File: src/logic/mem_params.svh
/*
 * Memory subsystem parameters
 * Word width, word address width and the depth of one bank
 */
`ifndef MEM_PARAMS_SVH
`define MEM_PARAMS_SVH

// Data word width
`define MEM_BITS 16

// Word address width, top bit picks the bank
`define MEM_ADDRESS_BITS 15

// Words per bank, half the word address space
`define MEM_BANK_WORDS (1 << (`MEM_ADDRESS_BITS - 1))

`endif

File: src/logic/mem_pkg.sv
/*
 * Memory subsystem types
 * Request buses, memory port, pipeline flags and arbiter states
 */
`include "mem_params.svh"

package mem_pkg;

	// Instruction fetch request
	typedef struct packed {
		logic [`MEM_ADDRESS_BITS-1:0] address;
		logic                         read_req;
	} instr_req_t;

	// Data load/store request, mask bit 0 is the low byte
	typedef struct packed {
		logic [`MEM_ADDRESS_BITS-1:0] address;
		logic [`MEM_BITS-1:0]         wdata;
		logic                         read_req;
		logic                         write_req;
		logic [1:0]                   mask;
	} data_req_t;

	// Memory side bus, one extra address bit tied low
	typedef struct packed {
		logic [`MEM_ADDRESS_BITS:0] address;
		logic [`MEM_BITS-1:0]       wdata;
		logic [1:0]                 mask;
	} mem_port_t;

	// External loader write
	typedef struct packed {
		logic [`MEM_ADDRESS_BITS-1:0] address;
		logic [`MEM_BITS-1:0]         data;
		logic [1:0]                   mask;
	} load_req_t;

	// Pipeline stage flags
	typedef struct packed {
		logic read;      // 1 = read, 0 = write
		logic instr;     // 1 = fetch, 0 = data
		logic requested;
	} mem_flags_t;

	typedef enum logic [1:0] {
		st_idle         = 2'd0,
		st_request_bank = 2'd1,
		st_execute      = 2'd2,
		st_bank_switch  = 2'd3
	} arb_state_t;

endpackage

File: src/logic/cpu_memory_interface.sv
/*
 * CPU memory interface
 * Two-stage arbiter between fetch and load/store paths with bank-switch control
 */
`timescale 1ns/1ps
`include "mem_params.svh"

module cpu_memory_interface (
	input  logic                         CLK,
	input  logic                         RSTb,
	input  mem_pkg::instr_req_t          instr_req,
	input  mem_pkg::data_req_t           data_req,
	input  logic                         halt,
	output logic [`MEM_BITS-1:0]         instr_data,
	output logic [`MEM_ADDRESS_BITS-1:0] instr_address_out,
	output logic                         instr_success,
	output logic                         instr_will_queue,
	output logic [`MEM_BITS-1:0]         data_out,
	output logic                         data_success,
	output logic                         data_was_requested,
	output logic [1:0]                   data_mask_out,
	output logic                         bank_sw,
	output mem_pkg::mem_port_t           mem_port,
	output logic                         mem_wr,
	output logic                         valid,
	input  logic [`MEM_BITS-1:0]         mem_rdata,
	input  logic                         rdy
);
	import mem_pkg::*;

	// Word address bit that selects the bank
	localparam int BANK_BIT = `MEM_ADDRESS_BITS - 1;

	arb_state_t state, state_next;

	// Stage 1 is on the bus, stage 2 sees the result
	logic [`MEM_ADDRESS_BITS-1:0] address_s1, address_s1_next, address_s2;
	logic [`MEM_BITS-1:0]         data_s1, data_s1_next, data_s2;
	mem_flags_t                   flags_s1, flags_s1_next, flags_s2;
	logic [1:0]                   mask_s1, mask_s1_next, mask_s2;

	logic bank_switch_required;
	logic bank_switch_next;
	logic data_request;
	logic stage2_live;

	assign data_request = data_req.read_req || data_req.write_req;

	// Both stages live and on opposite banks
	assign bank_switch_next = flags_s1.requested && flags_s2.requested &&
		(address_s1[BANK_BIT] != address_s2[BANK_BIT]);

	always_comb begin
		state_next       = state;
		address_s1_next  = address_s1;
		data_s1_next     = data_s1;
		flags_s1_next    = flags_s1;
		mask_s1_next     = mask_s1;
		instr_will_queue = 1'b0;

		case (state)
			st_idle: begin
				flags_s1_next = '0;
				if (data_request || instr_req.read_req)
					state_next = st_request_bank;
			end
			st_request_bank: begin
				// Reloaded request moves on to stage 2 as the grant lands
				if (rdy) begin
					state_next              = st_execute;
					flags_s1_next.requested = 1'b0;
				end
			end
			st_execute: begin
				if (bank_switch_required) begin
					// Replay stage 2 once the memory is regained
					state_next      = st_bank_switch;
					address_s1_next = address_s2;
					data_s1_next    = data_s2;
					mask_s1_next    = mask_s2;
					flags_s1_next.read  = 1'b1;
					flags_s1_next.instr = flags_s2.instr;
					// Writes come back through the CPU retry
					flags_s1_next.requested = flags_s2.requested && flags_s2.read;
				end else if (data_request) begin
					// Data side wins over fetch
					address_s1_next = data_req.address;
					data_s1_next    = data_req.wdata;
					mask_s1_next    = data_req.mask;
					flags_s1_next.read      = data_req.read_req;
					flags_s1_next.instr     = 1'b0;
					flags_s1_next.requested = 1'b1;
				end else if (instr_req.read_req) begin
					address_s1_next = instr_req.address;
					mask_s1_next    = 2'b00;
					flags_s1_next.read      = 1'b1;
					flags_s1_next.instr     = 1'b1;
					flags_s1_next.requested = 1'b1;
					instr_will_queue        = 1'b1;
				end else begin
					flags_s1_next = '0;
					// Let go of the memory
					if (halt)
						state_next = st_idle;
				end
			end
			st_bank_switch: begin
				// One cycle with the grant released
				state_next = st_request_bank;
			end
			default: begin
				state_next = st_idle;
			end
		endcase
	end

	// Control state
	always_ff @(posedge CLK) begin
		if (!RSTb) begin
			state                <= st_idle;
			flags_s1             <= '0;
			flags_s2             <= '0;
			bank_switch_required <= 1'b0;
		end else begin
			state                <= state_next;
			flags_s1             <= flags_s1_next;
			flags_s2             <= flags_s1;
			bank_switch_required <= bank_switch_next;
		end
	end

	// Payload, pipeline always advances
	always_ff @(posedge CLK) begin
		address_s1 <= address_s1_next;
		data_s1    <= data_s1_next;
		mask_s1    <= mask_s1_next;
		address_s2 <= address_s1;
		data_s2    <= data_s1;
		mask_s2    <= mask_s1;
	end

	assign mem_port = '{address: {1'b0, address_s1}, wdata: data_s1, mask: mask_s1};

	// Read data straight from the banks
	assign instr_data = mem_rdata;
	assign data_out   = mem_rdata;

	// Stage 2 result counts only with the grant held and no switch pending
	assign stage2_live = flags_s2.requested && !bank_switch_required &&
		(state == st_execute);

	assign instr_success      = stage2_live && flags_s2.instr;
	assign data_success       = stage2_live && !flags_s2.instr;
	assign mem_wr             = stage2_live && !flags_s2.instr && !flags_s2.read;
	assign data_was_requested = flags_s2.requested && !flags_s2.instr;
	assign instr_address_out  = address_s2;
	assign data_mask_out      = mask_s2;

	assign valid   = (state == st_request_bank) || (state == st_execute);
	assign bank_sw = (state == st_bank_switch) || (state == st_request_bank);

endmodule

File: config.mk
export PLATFORM = sky130hd
export DESIGN_NAME = cpu_memory_interface
export DESIGN_NICKNAME = d
export VERILOG_FILES = /design/src/logic/mem_pkg.sv /design/src/logic/cpu_memory_interface.sv
export VERILOG_INCLUDE_DIRS = /design/src /design/src/logic
export SDC_FILE = /design/constraint.sdc
export NUM_CORES = 1
export LEC_CHECK = 0
export BUFFER_PORTS_ARGS = -buffer_cell sky130_fd_sc_hd__buf_4
export CAP_MARGIN = 20
export CORE_ASPECT_RATIO = 1.1
export CORE_MARGIN = 10
export CORE_UTILIZATION = 45
export DETAILED_ROUTE_END_ITERATION = 8
export HOLD_SLACK_MARGIN = 0.12
export PLACE_DENSITY = 0.8
export SYNTH_ARGS = -nofsm -noshare
export SYNTH_HDL_FRONTEND = slang
export SYNTH_SLANG_ARGS = --single-unit
File: constraint.sdc
create_clock -name CLK -period 2.22 [get_ports CLK]
set_input_delay 0.111 -clock CLK [delete_from_list [all_inputs] [get_ports CLK]]
set_output_delay 0.111 -clock CLK [all_outputs]
set_load 0.02 [all_outputs]
; After elaboration in Yosys (flattened, before gate mapping)
; Cells that the tools add are included.
[totals]
ff_bits = 75
input_bits = 71
output_inout_bits = 90
word_cells = 73
[classes]
reduce_logical = 25
n_mux = 25
n_eq_ne = 9
[ops]
columns = operator, count
row1 = two-way mux 15 bit, 3
row2 = two-way mux 16 bit, 2
row3 = two-way mux 2 bit, 9
row4 = logical AND 1 bit, 9
row5 = two-way mux 3 bit, 3
row6 = "!= test 3 bit, second input constant", 3
row7 = one-hot mux 2 bit (4 select lines), 1
row8 = AND reduction 2 bit, 3
row9 = nonzero test 3 bit, 2
row10 = two-way mux 1 bit, 5
row11 = AND reduction 5 bit, 1
row12 = "equality test 2 bit, second input constant", 2
row13 = logical OR 1 bit, 4
row14 = "!= test 2 bit, second input constant", 2
row15 = one-hot mux 2 bit (2 select lines), 1
row16 = nonzero test 2 bit, 2
row17 = zero test 1 bit, 3
row18 = one-hot mux 1 bit (3 select lines), 1
row19 = "equality test 2 x 1 -> 1 bit, second input constant", 1
row20 = zero test 2 bit, 1
row21 = != test 1 bit, 1

; Logic depth before layout (Yosys ltp)
[depth]
ltp_word = 5
depth_mapped = 6
ltp_nobuf = 6

; Worst setup path before layout
; OpenSTA, ideal clock, no wires.
[synth_path]
kind = reg2out
startpoint = register state[0]
endpoint = output mem_wr
setup_slack_ns = 0.574
required_ns = 2.109
t_arrival_ns = 1.535
path_buffers = 0
stages_incl_launch_ff = 6
cell_sequence = dfxtp_1 inv_1 ha_1 nor2b_1 and2_1 nor2b_1
[synth_via]
elab_chain_len = 4
[synth_lines]
columns = item, line_no
row1 = from (decl), cpu_memory_interface.sv:34  ; arb_state_t state, state_next;
row2 = from (signal assigned), cpu_memory_interface.sv:120  ; state <= st_idle;
row3 = from (signal assigned), cpu_memory_interface.sv:125  ; state <= state_next;
row4 = equality test 2 bit, cpu_memory_interface.sv:150  ; (state == st_execute);
row5 = logical AND 1 bit, cpu_memory_interface.sv:149  ; assign stage2_live = flags_s2.requested && !bank_switch_required &&
row6 = logical AND 1 bit, n/a
row7 = via data_success, cpu_memory_interface.sv:19  ; output logic data_success,
row8 = logical AND 1 bit, cpu_memory_interface.sv:154  ; assign mem_wr = stage2_live && !flags_s2.instr && !flags_s2.read;
row9 = to (decl), cpu_memory_interface.sv:24  ; output logic mem_wr,
; The timed path passes the listed nets, and every way through them passes these cells.

; Final worst setup path
[layout_path]
startpoint = register state[0]
endpoint = output mem_wr
[layout_via]
elab_chain_len = 4
[layout_lines]
columns = item, line_no
row1 = equality test 2 bit, cpu_memory_interface.sv:150
row2 = logical AND 1 bit, cpu_memory_interface.sv:149
row3 = logical AND 1 bit (2 in series), cpu_memory_interface.sv:154
; Every way passes these cells.

==> results.json <==
{
  "rsz0062_at_grt": "false",
  "clkLatencyLatePin_ps": 330,
  "globalRouteTotalUtil_pct": 13.4,
  "min_period_ps": 1920,
  "detailedPlace.worstSlack_ps": 627,
  "post_route_cell_area_um2": 4070,
  "diodes": 0,
  "dieArea_um2": 10400,
  "power_leakage_nw": 1.73,
  "cts.repair_timing.setup_buffer_count": 0,
  "final_weighted_congestion_in_routability_driven_placement": 0.791,
  "finalCoreUtilization_pct": 62.1,
  "syn_to_final_growth_pct": 35.5,
  "synth.avg_cell_area_um2": 12.5,
  "total_power_consumption_of_the_routed_design_mw": 3.40,
  "fp.dieH_um": 106,
  "ys_types": 38,
  "tritoncts": "built",
  "placementRows": 31,
  "dr.first_iter.drc_count": 94,
  "max-slew-margin-rel_pct": 58.7,
  "post_drt_wl_per_cell_um": 16.9,
  "viasPerCell": 4.82,
  "timing_worst_slew_pin_value_ps": 619,
  "layoutNonFillerInstCount": 429,
  "ant_nets": 0,
  "report.final.hold_viol_count": 0,
  "most-common-layout-cells": "buf_4 (113), dfxtp_1 (41), edfxtp_1 (33), nand2_1 (25), dlygate4sd3_1 (18)",
  "grt_max_degree": 43,
  "worst_setup_hold_path_clk_slew_ps": 80,
  "clock-sinks": 75,
  "post-route-worst-setup-slack_ps": 298,
  "period_share_pct": 86.6,
  "final_layout_size_suffix_gt1_share_pct": 42.9,
  "cts-root-to-sink-buffers": 2,
  "drc": 0,
  "synth_sequential_area_ratio_pct": 60.9,
  "grt_overflow": 0,
  "worst-setup-path-type": "flop to primary output",
  "nNetsFinal": 419,
  "synth_warnings": 0,
  "fp.dieW_um": 97.9,
  "worst_path_required_ps": 2110,
  "setup_failing_eps_final": 0,
  "cp_max_fo": 5,
  "number_of_clock_buffers_inserted_by_tritoncts": 9,
  "detail_route.wirelength_um": 7250,
  "placedInstanceArea_um2": 3680,
  "max-vdd-ir-drop_uv": 600,
  "mappedNetlistNets": 317,
  "antenna_found_initial": 0,
  "first_pass_grt_wire_length_um": 11400,
  "boundaryPins": 161,
  "dpl.hpwl_um": 5340,
  "power_density_over_the_cells_nw_per_um2": 834,
  "yosys_register_bits": 75,
  "dpl.cell_count": 395,
  "final_common_cell": "buf_4",
  "core_area_um2": 6560,
  "cts_resized": 0,
  "numPortBuffers": 111,
  "report.final.slew_viol_count": 0,
  "fin_skew_ps": 7.94,
  "drtPass1Iterations": 4,
  "fin_worst_hold_slack_ps": 133,
  "cts_max_level": 3,
  "num_vias": 2066,
  "first_global_vias": 2273,
  "worstPathArrival_ps": 1810,
  "final.setup.tns_ps": 0,
  "max-cap-violations": 0,
  "max_freq_mhz": 520,
  "count_of_mapped_cells_out_of_synthesis": 240,
  "min_path_type": "primary input to flop",
  "floorplan.initialDensity_pct": 45.9,
  "result_of_the_run": "finished clean",
  "clk_root_buffer_cell": "clkbuf_8",
  "worstSetupStartpointType": "flop",
  "mappedNetlistArea_um2": 3010,
  "endpoint_kind": "primary output"
}
==> Yosys cell counts (all sizes together) <==
master | n | area share (%)
inv | 4 | 0.50
dfxtp | 42 | 28
ha | 6 | 2.5
nor3b | 1 | 0.25
mux2 | 16 | 6.0
nand2b | 2 | 0.42
buf | 39 | 9.6
o31ai | 1 | 0.25
mux2i | 16 | 5.3
o21a | 1 | 0.25
and3 | 5 | 1.0
xor2 | 1 | 0.29
nor3 | 2 | 0.50
edfxtp | 33 | 33
o41ai | 1 | 0.29
clkbuf | 2 | 0.25
a21o | 2 | 0.50
a31oi | 1 | 0.21
or2 | 2 | 0.42
o221ai | 1 | 0.29
a211oi | 1 | 0.25
conb | 1 | 0.12
o211ai | 1 | 0.25
nor2b | 4 | 0.83
a21oi | 2 | 0.46
nor2 | 3 | 0.62
nand2 | 25 | 3.1
o21ai | 18 | 3.0
o31a | 2 | 0.58
nand3 | 1 | 0.17
and2 | 4 | 0.83
==> layer usage <==
| layer | part of all wire [%] | wire length, um | GRT usage (%) |
|---|---|---|---|
| met1 | 40 | 2930 | 15.0 |
| met2 | 47 | 3420 | 22.0 |
| met3 | 12 | 867 | 6.47 |
| met4 | 0.54 | 39 | 4.47 |
| met5 | 0 | 0 | 0 |
==> power breakdown <==
part           leakage (nW)  switching [mW]  total [mW]  internal [mW]
Clock                 0.107           0.460        1.09          0.632
Sequential            0.650          0.0638        1.64           1.57
Combinational         0.969           0.354       0.668          0.315
Total                  1.73           0.877        3.40           2.52
==> logic make-up after synthesis <==
logic type | count (synthesis) | synth area share (%)
AO/OA/AOI/OAI | 31 | 6.33
XOR/XNOR | 1 | 0.291
adder cells (fa/ha/maj) | 6 | 2.50
buffers and inverters | 45 | 10.3
flip-flops | 75 | 60.9
multiplexers | 32 | 11.3
other | 1 | 0.125
AND/OR/NAND/NOR | 49 | 8.20
==> final timing paths <==
| kind | start | end | slack (ps) | cells past startpoint |
|---|---|---|---|---|
| worst max register to register | state[0]$_SDFFE_PN0P_ | state[1]$_SDFFE_PN0P_ | 620 | 6 |
| worst min register to register | address_s1[1]$_DFFE_PP_ | instr_address_out[1]$_DFF_P_ | 370 | 0 |
| worst min-delay path | instr_req[10] | address_s1[9]$_DFFE_PP_ | 130 | 3 |
| worst max-delay path | state[0]$_SDFFE_PN0P_ | mem_wr | 300 | 6 |
==> worst max-delay path, cell delays in order (launching register included) <==
cell and delay, ps:
dfxtp_1 360, inv_1 140, ha_1 240, nor2b_1 290
and2_1 180, nor2b_1 130, buf_4 150
==> final cells by class <==
class | count | area (um2)
clock buffer | 11 | 131
clock inverter | 5 | 78.8
sequential | 75 | 1830
tap | 82 | 103
inverter | 4 | 15.0
fill | 525 | 2480
timing repair buffer | 132 | 1050
multi-input combinational | 120 | 865
==> registers in the layout, indices dropped and copies added (netlist names) <==
signal                count
data_s1                  16
data_s2                  16
address_s1               15
instr_address_out        15
flags_s1                  3
flags_s2                  3
data_mask_out             2
mask_s1                   2
state                     2
bank_switch_required      1
==> timing repair <==
item	in CTS	in global routing
setup endpoints to repair	0	0
hold buffers	18	0
endpoints found under the hold margin	22	0
Power figures use the tool's default switching activity.
