File: config.mk
export PLATFORM = sky130hd
export DESIGN_NAME = bank_arbiter
export DESIGN_NICKNAME = d
export VERILOG_FILES = /design/src/logic/mem_pkg.sv /design/src/logic/bank_arbiter.sv
export VERILOG_INCLUDE_DIRS = /design/src /design/src/logic
export SDC_FILE = /design/constraint.sdc
export NUM_CORES = 1
export LEC_CHECK = 0
export ABC_AREA = 1
export BUFFER_PORTS_ARGS = -buffer_cell sky130_fd_sc_hd__buf_2
export CORE_MARGIN = 2
export CORE_UTILIZATION = 31
export CTS_BUF_LIST = sky130_fd_sc_hd__clkbuf_4 sky130_fd_sc_hd__clkbuf_8
export DETAILED_ROUTE_END_ITERATION = 8
export HOLD_SLACK_MARGIN = 0.02
export MAX_ROUTING_LAYER = met4
export PLACE_DENSITY_LB_ADDON = 0.15
export RECOVER_POWER = 25
export SLEW_MARGIN = 20
export SYNTH_ARGS = -nofsm -noshare
export SYNTH_HDL_FRONTEND = slang
export SYNTH_SLANG_ARGS = --single-unit
File: constraint.sdc
create_clock -name CLK -period 1.7 [get_ports CLK]
set_clock_uncertainty 0.2 [all_clocks]
set_input_delay 0.34 -clock CLK [delete_from_list [all_inputs] [get_ports CLK]]
set_output_delay 0.34 -clock CLK [all_outputs]
set_load 0.01 [all_outputs]
File: src/logic/mem_params.svh
/*
 * Memory subsystem parameters
 * Word width, word address width and the depth of one bank
 */
`ifndef MEM_PARAMS_SVH
`define MEM_PARAMS_SVH

// Data word width
`define MEM_BITS 16

// Word address width, top bit picks the bank
`define MEM_ADDRESS_BITS 15

// Words per bank, half the word address space
`define MEM_BANK_WORDS (1 << (`MEM_ADDRESS_BITS - 1))

`endif

File: src/logic/mem_pkg.sv
/*
 * Memory subsystem types
 * Request buses, memory port, pipeline flags and arbiter states
 */
`include "mem_params.svh"

package mem_pkg;

	// Instruction fetch request
	typedef struct packed {
		logic [`MEM_ADDRESS_BITS-1:0] address;
		logic                         read_req;
	} instr_req_t;

	// Data load/store request, mask bit 0 is the low byte
	typedef struct packed {
		logic [`MEM_ADDRESS_BITS-1:0] address;
		logic [`MEM_BITS-1:0]         wdata;
		logic                         read_req;
		logic                         write_req;
		logic [1:0]                   mask;
	} data_req_t;

	// Memory side bus, one extra address bit tied low
	typedef struct packed {
		logic [`MEM_ADDRESS_BITS:0] address;
		logic [`MEM_BITS-1:0]       wdata;
		logic [1:0]                 mask;
	} mem_port_t;

	// External loader write
	typedef struct packed {
		logic [`MEM_ADDRESS_BITS-1:0] address;
		logic [`MEM_BITS-1:0]         data;
		logic [1:0]                   mask;
	} load_req_t;

	// Pipeline stage flags
	typedef struct packed {
		logic read;      // 1 = read, 0 = write
		logic instr;     // 1 = fetch, 0 = data
		logic requested;
	} mem_flags_t;

	typedef enum logic [1:0] {
		st_idle         = 2'd0,
		st_request_bank = 2'd1,
		st_execute      = 2'd2,
		st_bank_switch  = 2'd3
	} arb_state_t;

endpackage

File: src/logic/bank_arbiter.sv
/*
 * Bank arbiter
 * Lends the banks to the CPU interface or the loader, returns read data
 */
`timescale 1ns/1ps
`include "mem_params.svh"

module bank_arbiter (
	input  logic                         CLK,
	input  logic                         RSTb,
	input  logic                         valid,
	input  mem_pkg::mem_port_t           mem_port,
	input  logic                         mem_wr,
	output logic                         rdy,
	output logic [`MEM_BITS-1:0]         mem_rdata,
	input  mem_pkg::load_req_t           load_req,
	input  logic                         load_valid,
	output logic                         load_ready,
	output logic [`MEM_ADDRESS_BITS-2:0] bank_address,
	output logic [`MEM_BITS-1:0]         bank_wdata,
	output logic [1:0]                   bank_mask,
	output logic [1:0]                   bank_enable,
	output logic                         bank_write,
	input  logic [`MEM_BITS-1:0]         bank0_rdata,
	input  logic [`MEM_BITS-1:0]         bank1_rdata
);
	import mem_pkg::*;

	localparam int BANK_BIT = `MEM_ADDRESS_BITS - 1;

	logic      owner_cpu;
	logic      load_staged;
	logic      load_write;
	logic      bus_active;
	logic      bank_sel_q;
	mem_port_t bank_bus;

	// Loader gets the banks only while the CPU side is out
	// Its access must sit in the bank registers one cycle before the strobe
	assign load_ready = !valid && !owner_cpu && (!load_valid || load_staged);
	assign load_write = load_valid && load_ready;

	assign rdy = owner_cpu;

	always_comb begin
		if (owner_cpu)
			bank_bus = mem_port;
		else
			bank_bus = '{address: {1'b0, load_req.address}, wdata: load_req.data,
				mask: load_req.mask};
	end

	assign bus_active   = owner_cpu || load_valid;
	assign bank_address = bank_bus.address[BANK_BIT-1:0];
	assign bank_wdata   = bank_bus.wdata;
	assign bank_mask    = bank_bus.mask;
	// One-hot bank select from the bank bit
	assign bank_enable  = bus_active ? (bank_bus.address[BANK_BIT] ? 2'b10 : 2'b01) : 2'b00;

	// Loader strobe goes straight out
	assign bank_write = owner_cpu ? mem_wr : load_write;

	// Read data follows the bank addressed last cycle
	assign mem_rdata = bank_sel_q ? bank1_rdata : bank0_rdata;

	always_ff @(posedge CLK) begin
		if (!RSTb) begin
			owner_cpu   <= 1'b0;
			load_staged <= 1'b0;
		end else begin
			owner_cpu   <= valid && !load_write;
			// Loader word captured by the banks at this edge
			load_staged <= load_valid && !valid && !owner_cpu && !load_write;
		end
	end

	always_ff @(posedge CLK) begin
		bank_sel_q <= bank_bus.address[BANK_BIT];
	end

endmodule

# --- After elaboration in Yosys (flattened, before gate mapping) ---
# Index checks and enable logic that the tools add are counted.
word_totals:
  in_bits: 104
  elab_cells: 21
  ff_bits: 3
op_classes:
  reduce_logical: 13
  n_mux: 5
ops:
  columns: ["operator", "n"]
  rows:
  - ["33-bit 2-to-1 mux", 1]
  - ["16-bit 2-to-1 mux", 1]
  - ["1-bit logical AND", 7]
  - ["1-bit zero test", 4]
  - ["2-bit 2-to-1 mux", 2]
  - ["1-bit logical OR", 2]
  - ["1-bit 2-to-1 mux", 1]

# --- Longest topological paths before layout ---
# Gate-level depths: netlist of the first run.
depth:
  depth_word: 6
  mapped_depth: 6
  ltp_nobuf: 4

# --- Least setup slack after synthesis of the first run ---
# Ideal clock, no wire load.
synth_path:
  path_type: "register -> output"
  start: "register owner_cpu, in the netlist rdy"
  end: "output bank_mask[0]"
  t_arrival_ns: 0.931
  path_slack_ns: 0.229
  path_stages_with_launch: 7
  required_time_ns: 1.160
  path_cell_list: "dfxtp_1 -> buf_6 -> inv_8 -> buf_8 -> nand2_2 -> nand2_1 -> buf_4"
synth_rtl:
  columns: ["item", "line_no", "source"]
  rows:
  - ["from (decl)", "bank_arbiter.sv:31", "logic owner_cpu;"]
  - ["from (signal assigned)", "bank_arbiter.sv:71", "owner_cpu <= valid && !load_write;"]
  - ["to (decl)", "bank_arbiter.sv:21", "output logic [1:0] bank_mask,"]

==> results of run 1 <==
==> synth_stat cells (all sizes together) <==
cell    count
buf        41
nand3       1
dfxtp       3
a21oi       1
nand2     118
inv        20
nand3b      1
clkbuf      1
o21ai      16
nor2        6
==> worst max-delay path, stage by stage (launching register included) <==
cell and delay (ns):
dfxtp_4 0.37, buf_12 0.16, inv_16 0.06, nand2_4 0.06, nand2_2 0.05, nor2_2 0.07, buf_2 0.13
==> metrics by stage <==
| step | utilization | power, W |
|---|---|---|
| global route | 0.552 | 0.000786 |
| floorplan | - | 0.000376 |
| detailed placement | 0.488 | 0.000523 |
| finish | 0.552 | 0.000723 |
| CTS | 0.512 | 0.000690 |
| global placement | 0.488 | 0.000518 |
==> layer usage <==
metal,part of all wire,GRT usage,vias up
met5,0,-,-
met3,0.11,0.0450,4
met4,0.010,0.0667,0
met2,0.51,0.340,93
li1,-,-,841
met1,0.36,0.164,661
==> worst paths after layout <==
check                    from             end  cells past startpoint
setup reg to reg          rdy      bank_sel_q                      4
hold reg to reg   load_staged     load_staged                      2
hold / removal           RSTb             rdy                      3
setup / recovery          rdy  bank_enable[0]                      6
==> state kept, by name, summed over array words and instances (netlist names) <==
register	flops
bank_sel_q	1
load_staged	1
rdy	1
==> placed cells by master (no fill, tap or decap) <==
| cell | instances |
|---|---|
| a21oi_2 | 1 |
| buf_12 | 4 |
| buf_2 | 154 |
| buf_4 | 3 |
| buf_6 | 2 |
| clkbuf_1 | 1 |
| clkbuf_16 | 2 |
| clkbuf_4 | 4 |
| dfxtp_1 | 1 |
| dfxtp_2 | 1 |
| dfxtp_4 | 1 |
| inv_1 | 18 |
| inv_16 | 1 |
| inv_2 | 1 |
| inv_8 | 1 |
| nand2_1 | 100 |
| nand2_2 | 16 |
| nand2_4 | 2 |
| nand3_1 | 1 |
| nand3b_1 | 1 |
| nor2_1 | 2 |
| nor2_2 | 3 |
| nor2_4 | 1 |
| o21ai_0 | 16 |
==> cells by family after synthesis <==
family / after synthesis / share of synthesized area
buffers and inverters: 62 / 0.389
AO/OA/AOI/OAI: 17 / 0.0795
flip-flops: 3 / 0.0561
AND/OR/NAND/NOR: 126 / 0.475
==> timing repair <==
action / CTS / global route
pin swaps: 0 / 3
buffers inserted: 2 / 3
setup endpoints to repair: 36 / 25
gates resized for setup: 4 / 18
cloned: 1 / 3
==> layout make-up <==
class	instances	area share
timing repair inverter	1	0.00611
timing repair buffer	166	0.516
clock buffer	4	0.0163
sequential	3	0.0353
multi-input combinational	143	0.346
tap	46	0.0312
inverter	20	0.0496
==> report_power, final <==
group | switching [W] | leakage (nW) | internal [W]
sequential | 0.00000563 | 0.0256 | 0.0000748
combinational | 0.000241 | 1.20 | 0.000252
clock | 0.0000452 | 0.0184 | 0.000104
==> impl_results.md, run 1 <==
* Status: finished clean
* Worst Path Max Fanout at 17
* Hold Slack at 0.114 ns
* Cts hold-fix bufs at 0
* Synthesized net count at 312
* Cts bufs inserted at 3
* Root buffer cell: clkbuf_4
* DRT Pass-1 Iters at 4
* Ranking of synthesized cells by area: nand2_1 (37%), buf_4 (23%), o21ai_0 (7.5%)
* Mean post-synth cell area at 5.14 um2
* Area grow syn2layout at 72.2%
* Number of global-route vias before repair at 1,338
* Synth cell types at 15
* Max Fclk at 594 MHz
* Minimum clock period at 1.68 ns
* Power per cell area at 392 nW/um2
* Storage element area at 65.1 um2
* PortBufs at 155
* DR vias/cell at 4.17
* Max Buffers Root-to-Sink at 2
* Fin nets at 442
* Area after DPL at 1630 um2
* Crit Path Category: reg2out
* #FFs+latches synth at 3
* Final period util at 0.990
* Pin count of the biggest net entering global routing at 33
* CTS tree: built
* Via count at 1,599
* Area leader, netlist: nand2_1
* IO Count at 157
* Relative slew slack at 0.866
* Crit start category: flip-flop
* H-tree levels at 1
* Drt drc at 0
* Final Slew Violations at 0
* Register area share after synthesis at 0.0561
* Synth Instances at 208
* Die area at 3940 um2
* Routed Antenna Nets at 0
* Final cell count without fillers at 383
* Fin. Hold Viols at 0
* N_diodes at 0
* Pre-CTS setup slack at 0.123 ns
* Layout fillers at 360
* Pleak at 1.25 nW
* Core area at 3340 um2
* WL final at 3.74 mm
* Min-delay worst type: in2reg
* HPWL Detailed at 2.72 mm
* Die W at 62.7 um
* Initial antenna violation count at 0
* Fraction of layout cells with a size suffix above 1 at 0.585
* Final Setup Violations at 0
* Worst Path Required at 1.16 ns
* CP endpoint kind: output port
* Worst IR drop on VDD at 0.117 mV
* Mean routed wirelength per cell at 9.76 um
* Area of the multi-input gates at 637 um2
* Worst skew pair latency at 0.24 ns
* Yosys warning count at 0
* Global placer's final weighted congestion at 0.668
* Clk sink count at 3
* RSZ-0062 raised after global routing: yes
* Cell Area, Synth at 1070 um2
* Critical path arrival at 1.14 ns
* Grt total ovfl at 0
* Initial Utilization at 0.321
* Initial DRC count at 32
* Gr usage total at 0.175
* First-pass GRT wire length at 5.49 mm
* Fin Setup TNS at 0 ns
* Flop2flop setup slack at 0.68 ns
* Maxcap violations at 0
* Die height at 62.7 um
* Worst-margin pin slew at 0.201 ns
* Placed insts at 370
* Final worst setup slack at 0.0166 ns
* Clock transition at path regs at 0.04 ns
* Number of cell rows at 21
* Post-route cell area at 1840 um2
* Post-synth top area share at 0.372
Note: power is estimated with default switching activity, not from simulation.
==> inputs of run 2 (changes only) <==
--- a/config.mk
+++ b/config.mk
@@ -13,7 +13,6 @@
 export CTS_BUF_LIST = sky130_fd_sc_hd__clkbuf_4 sky130_fd_sc_hd__clkbuf_8
 export DETAILED_ROUTE_END_ITERATION = 8
 export HOLD_SLACK_MARGIN = 0.02
-export MAX_ROUTING_LAYER = met4
 export PLACE_DENSITY_LB_ADDON = 0.15
 export RECOVER_POWER = 25
 export SLEW_MARGIN = 20
==> run 2 against run 1 <==
Clock power about the same. Sequential share of layout area unchanged. Global-route usage decreased by 0.48 points. Combinational power about the same. Highest routed layer unchanged. Wire length decreased by 0.53%. Cell count unchanged.
==> impl_results.md, run 2 (synthesis gave the netlist of run 1 again) <==
* Fin. Hold Viols at 0 (unchanged)
* Maxcap violations at 0 (unchanged)
* Initial antenna violation count at 0 (unchanged)
* R2r worst-path depth at 4 (unchanged)
* Storage element area at 65.1 um2 (unchanged)
* Worst skew pair latency at 0.24 ns (about the same)
* Clock power share at 0.207 (about the same)
* Power per cell area at 392 nW/um2 (about the same)
* Fraction of layout cells with a size suffix above 1 at 0.585 (unchanged)
* Drt drc at 0 (unchanged)
* Worst IR drop on VDD at 0.117 mV (about the same)
* Status: finished clean
* Minimum clock period at 1.68 ns (-0.00413 ns)
* Pleak at 1.25 nW (unchanged)
* DR vias/cell at 4.17 (about the same)
* Root buffer cell: clkbuf_4
* Clk sink count at 3 (unchanged)
* HPWL Detailed at 2.72 mm (unchanged)
* Worst-path cell chain: buf_12 > inv_16 > nand2_4 > nand2_2 > nor2_2 > buf_2
* Relative slew slack at 0.869 (+0.00294)
* CP endpoint kind: output port
* Max Fclk at 596 MHz (+0.25%)
* Final Setup Violations at 0 (unchanged)
* Number of global-route vias before repair at 1,338 (unchanged)
* Pwr Total at 0.000723 W (about the same)
* Number of cell rows at 21 (unchanged)
* Cts bufs inserted at 3 (unchanged)
* First-pass GRT wire length at 5.49 mm (unchanged)
* Crit Path Category: reg2out
* Crit-path leading delay family: flip-flops
* Flop2flop setup slack at 0.68 ns (about the same)
* Layout fillers at 360 (unchanged)
* Crit start category: flip-flop
* Critical path arrival at 1.14 ns (about the same)
* Die area at 3940 um2 (unchanged)
* Area of the multi-input gates at 637 um2 (unchanged)
* Clock transition at path regs at 0.04 ns (about the same)
* Capture point of the worst path: bank_enable[0]
* Routed Antenna Nets at 0 (unchanged)
* RSZ-0062 raised after global routing: yes
* Gr usage total at 0.171 (-0.00477)
* Logic pwr share at 0.681 (about the same)
* Global placer's final weighted congestion at 0.662 (-0.93%)
* Most frequent cells in the layout: buf_2 (154), nand2_1 (100), inv_1 (18), nand2_2 (16), o21ai_0 (16)
* Worst Path Max Fanout at 17 (unchanged)
* Via count at 1,598 (-0.063%)
* Final Slew Violations at 0 (unchanged)
* Initial DRC count at 32 (unchanged)
* DRT Pass-1 Iters at 4 (unchanged)
* Reg2reg end: bank_sel_q
* Sequential power share at 0.111 (about the same)
* Post-route cell area at 1840 um2 (unchanged)
* CTS tree: built
* Grt total ovfl at 0 (unchanged)
* Switching pwr at 0.000292 W (about the same)
* Stages on worst setup path at 6 (unchanged)
* Core area at 3340 um2 (unchanged)
* Crit path from: rdy
* Critical Path Max Stage Delay at 0.37 ns (about the same)
* Max Buffers Root-to-Sink at 2 (unchanged)
* N_diodes at 0 (unchanged)
* Initial Utilization at 0.321 (unchanged)
* Worst Path Required at 1.16 ns (about the same)
* Min-delay worst type: in2reg
* Reg2Reg Launch Point: rdy
* Die height at 62.7 um (unchanged)
* Max stage delay cell, worst path: dfxtp_4
* Placed insts at 370 (unchanged)
* WL final at 3.72 mm (-0.53%)
* Area after DPL at 1630 um2 (unchanged)
* PortBufs at 155 (unchanged)
* Cts hold-fix bufs at 0 (unchanged)
* Mean routed wirelength per cell at 9.71 um (-0.53%)
* Switching Fraction at 0.404 (about the same)
* H-tree levels at 1 (unchanged)
* Worst-margin pin slew at 0.197 ns (-0.00440 ns)
* Fin nets at 442 (unchanged)
* Final cell count without fillers at 383 (unchanged)
* Commonest non-fill, non-tap cell in the layout: buf_2
* Area grow syn2layout at 72.2% (unchanged)
* Power Internal at 0.000431 W (about the same)
* CP Buf/Inv Count at 3 (unchanged)
* Pin count of the biggest net entering global routing at 33 (unchanged)
* Final period util at 0.988 (-0.00243)
* IO Count at 157 (unchanged)
* Die W at 62.7 um (unchanged)
## run 2: layer usage
layer / GRT usage / routed length [um] / vias up
li1: - / - / 842
met1: 0.162 / 1340 / 661
met2: 0.340 / 1930 / 93
met3: 0.0468 / 434 / 2
met4: 0.0667 / 17 / 0
met5: 0 / 0 / -
## run 2: power groups by stage
stage | clock, W | combinational, W | sequential [W]
2_1_floorplan | 0 | 0.000297 | 0.0000794
3_3_place_gp | 0 | 0.000438 | 0.0000801
3_5_place_dp | 0 | 0.000443 | 0.0000801
4_1_cts | 0.000152 | 0.000458 | 0.0000792
5_1_grt | 0.000156 | 0.000549 | 0.0000812
6_report | 0.000150 | 0.000493 | 0.0000804
## run 2: how the worst min path moves through the flow
stage / startpoint / to / cells past startpoint
finish: RSTb / rdy / 3
global route: RSTb / rdy / 3
CTS: RSTb / rdy / 3
detailed placement: load_staged / load_staged / 2
global placement: load_staged / load_staged / 2
floorplan: valid / rdy / 2
## run 2: final cells by class
type | instances | share of cell area
clock buffers | 4 | 0.0163
well taps | 46 | 0.0312
repair inverters | 1 | 0.00611
flip-flops and latches | 3 | 0.0353
repair buffers | 166 | 0.516
multi-input cells | 143 | 0.346
inverters | 20 | 0.0496
## run 2: tightest hold or removal path: cells and delay by family
kind	cells	cell delay (ns)
buf+inv	2	0.13
simple gates	1	0.05
## run 2: stage by stage
stage	utilization	setup TNS, ns	worst slack, ns	hold WS [ns]
final	0.552	0	0.0208	0.113
after detailed placement	0.488	0	0.123	0.324
after global routing	0.552	-0.194	-0.0360	0.126
after CTS	0.512	-0.0161	-0.0107	0.103
after global placement	0.488	0	0.125	0.328
after floorplan	-	0	0.229	0.233
## run 2: repair_timing
| item | CTS | global route |
|---|---|---|
| resized for setup | 4 | 18 |
| setup buffers | 2 | 3 |
| cloned | 1 | 3 |
| endpoints found under the setup margin | 36 | 25 |
| pin swaps | 0 | 3 |
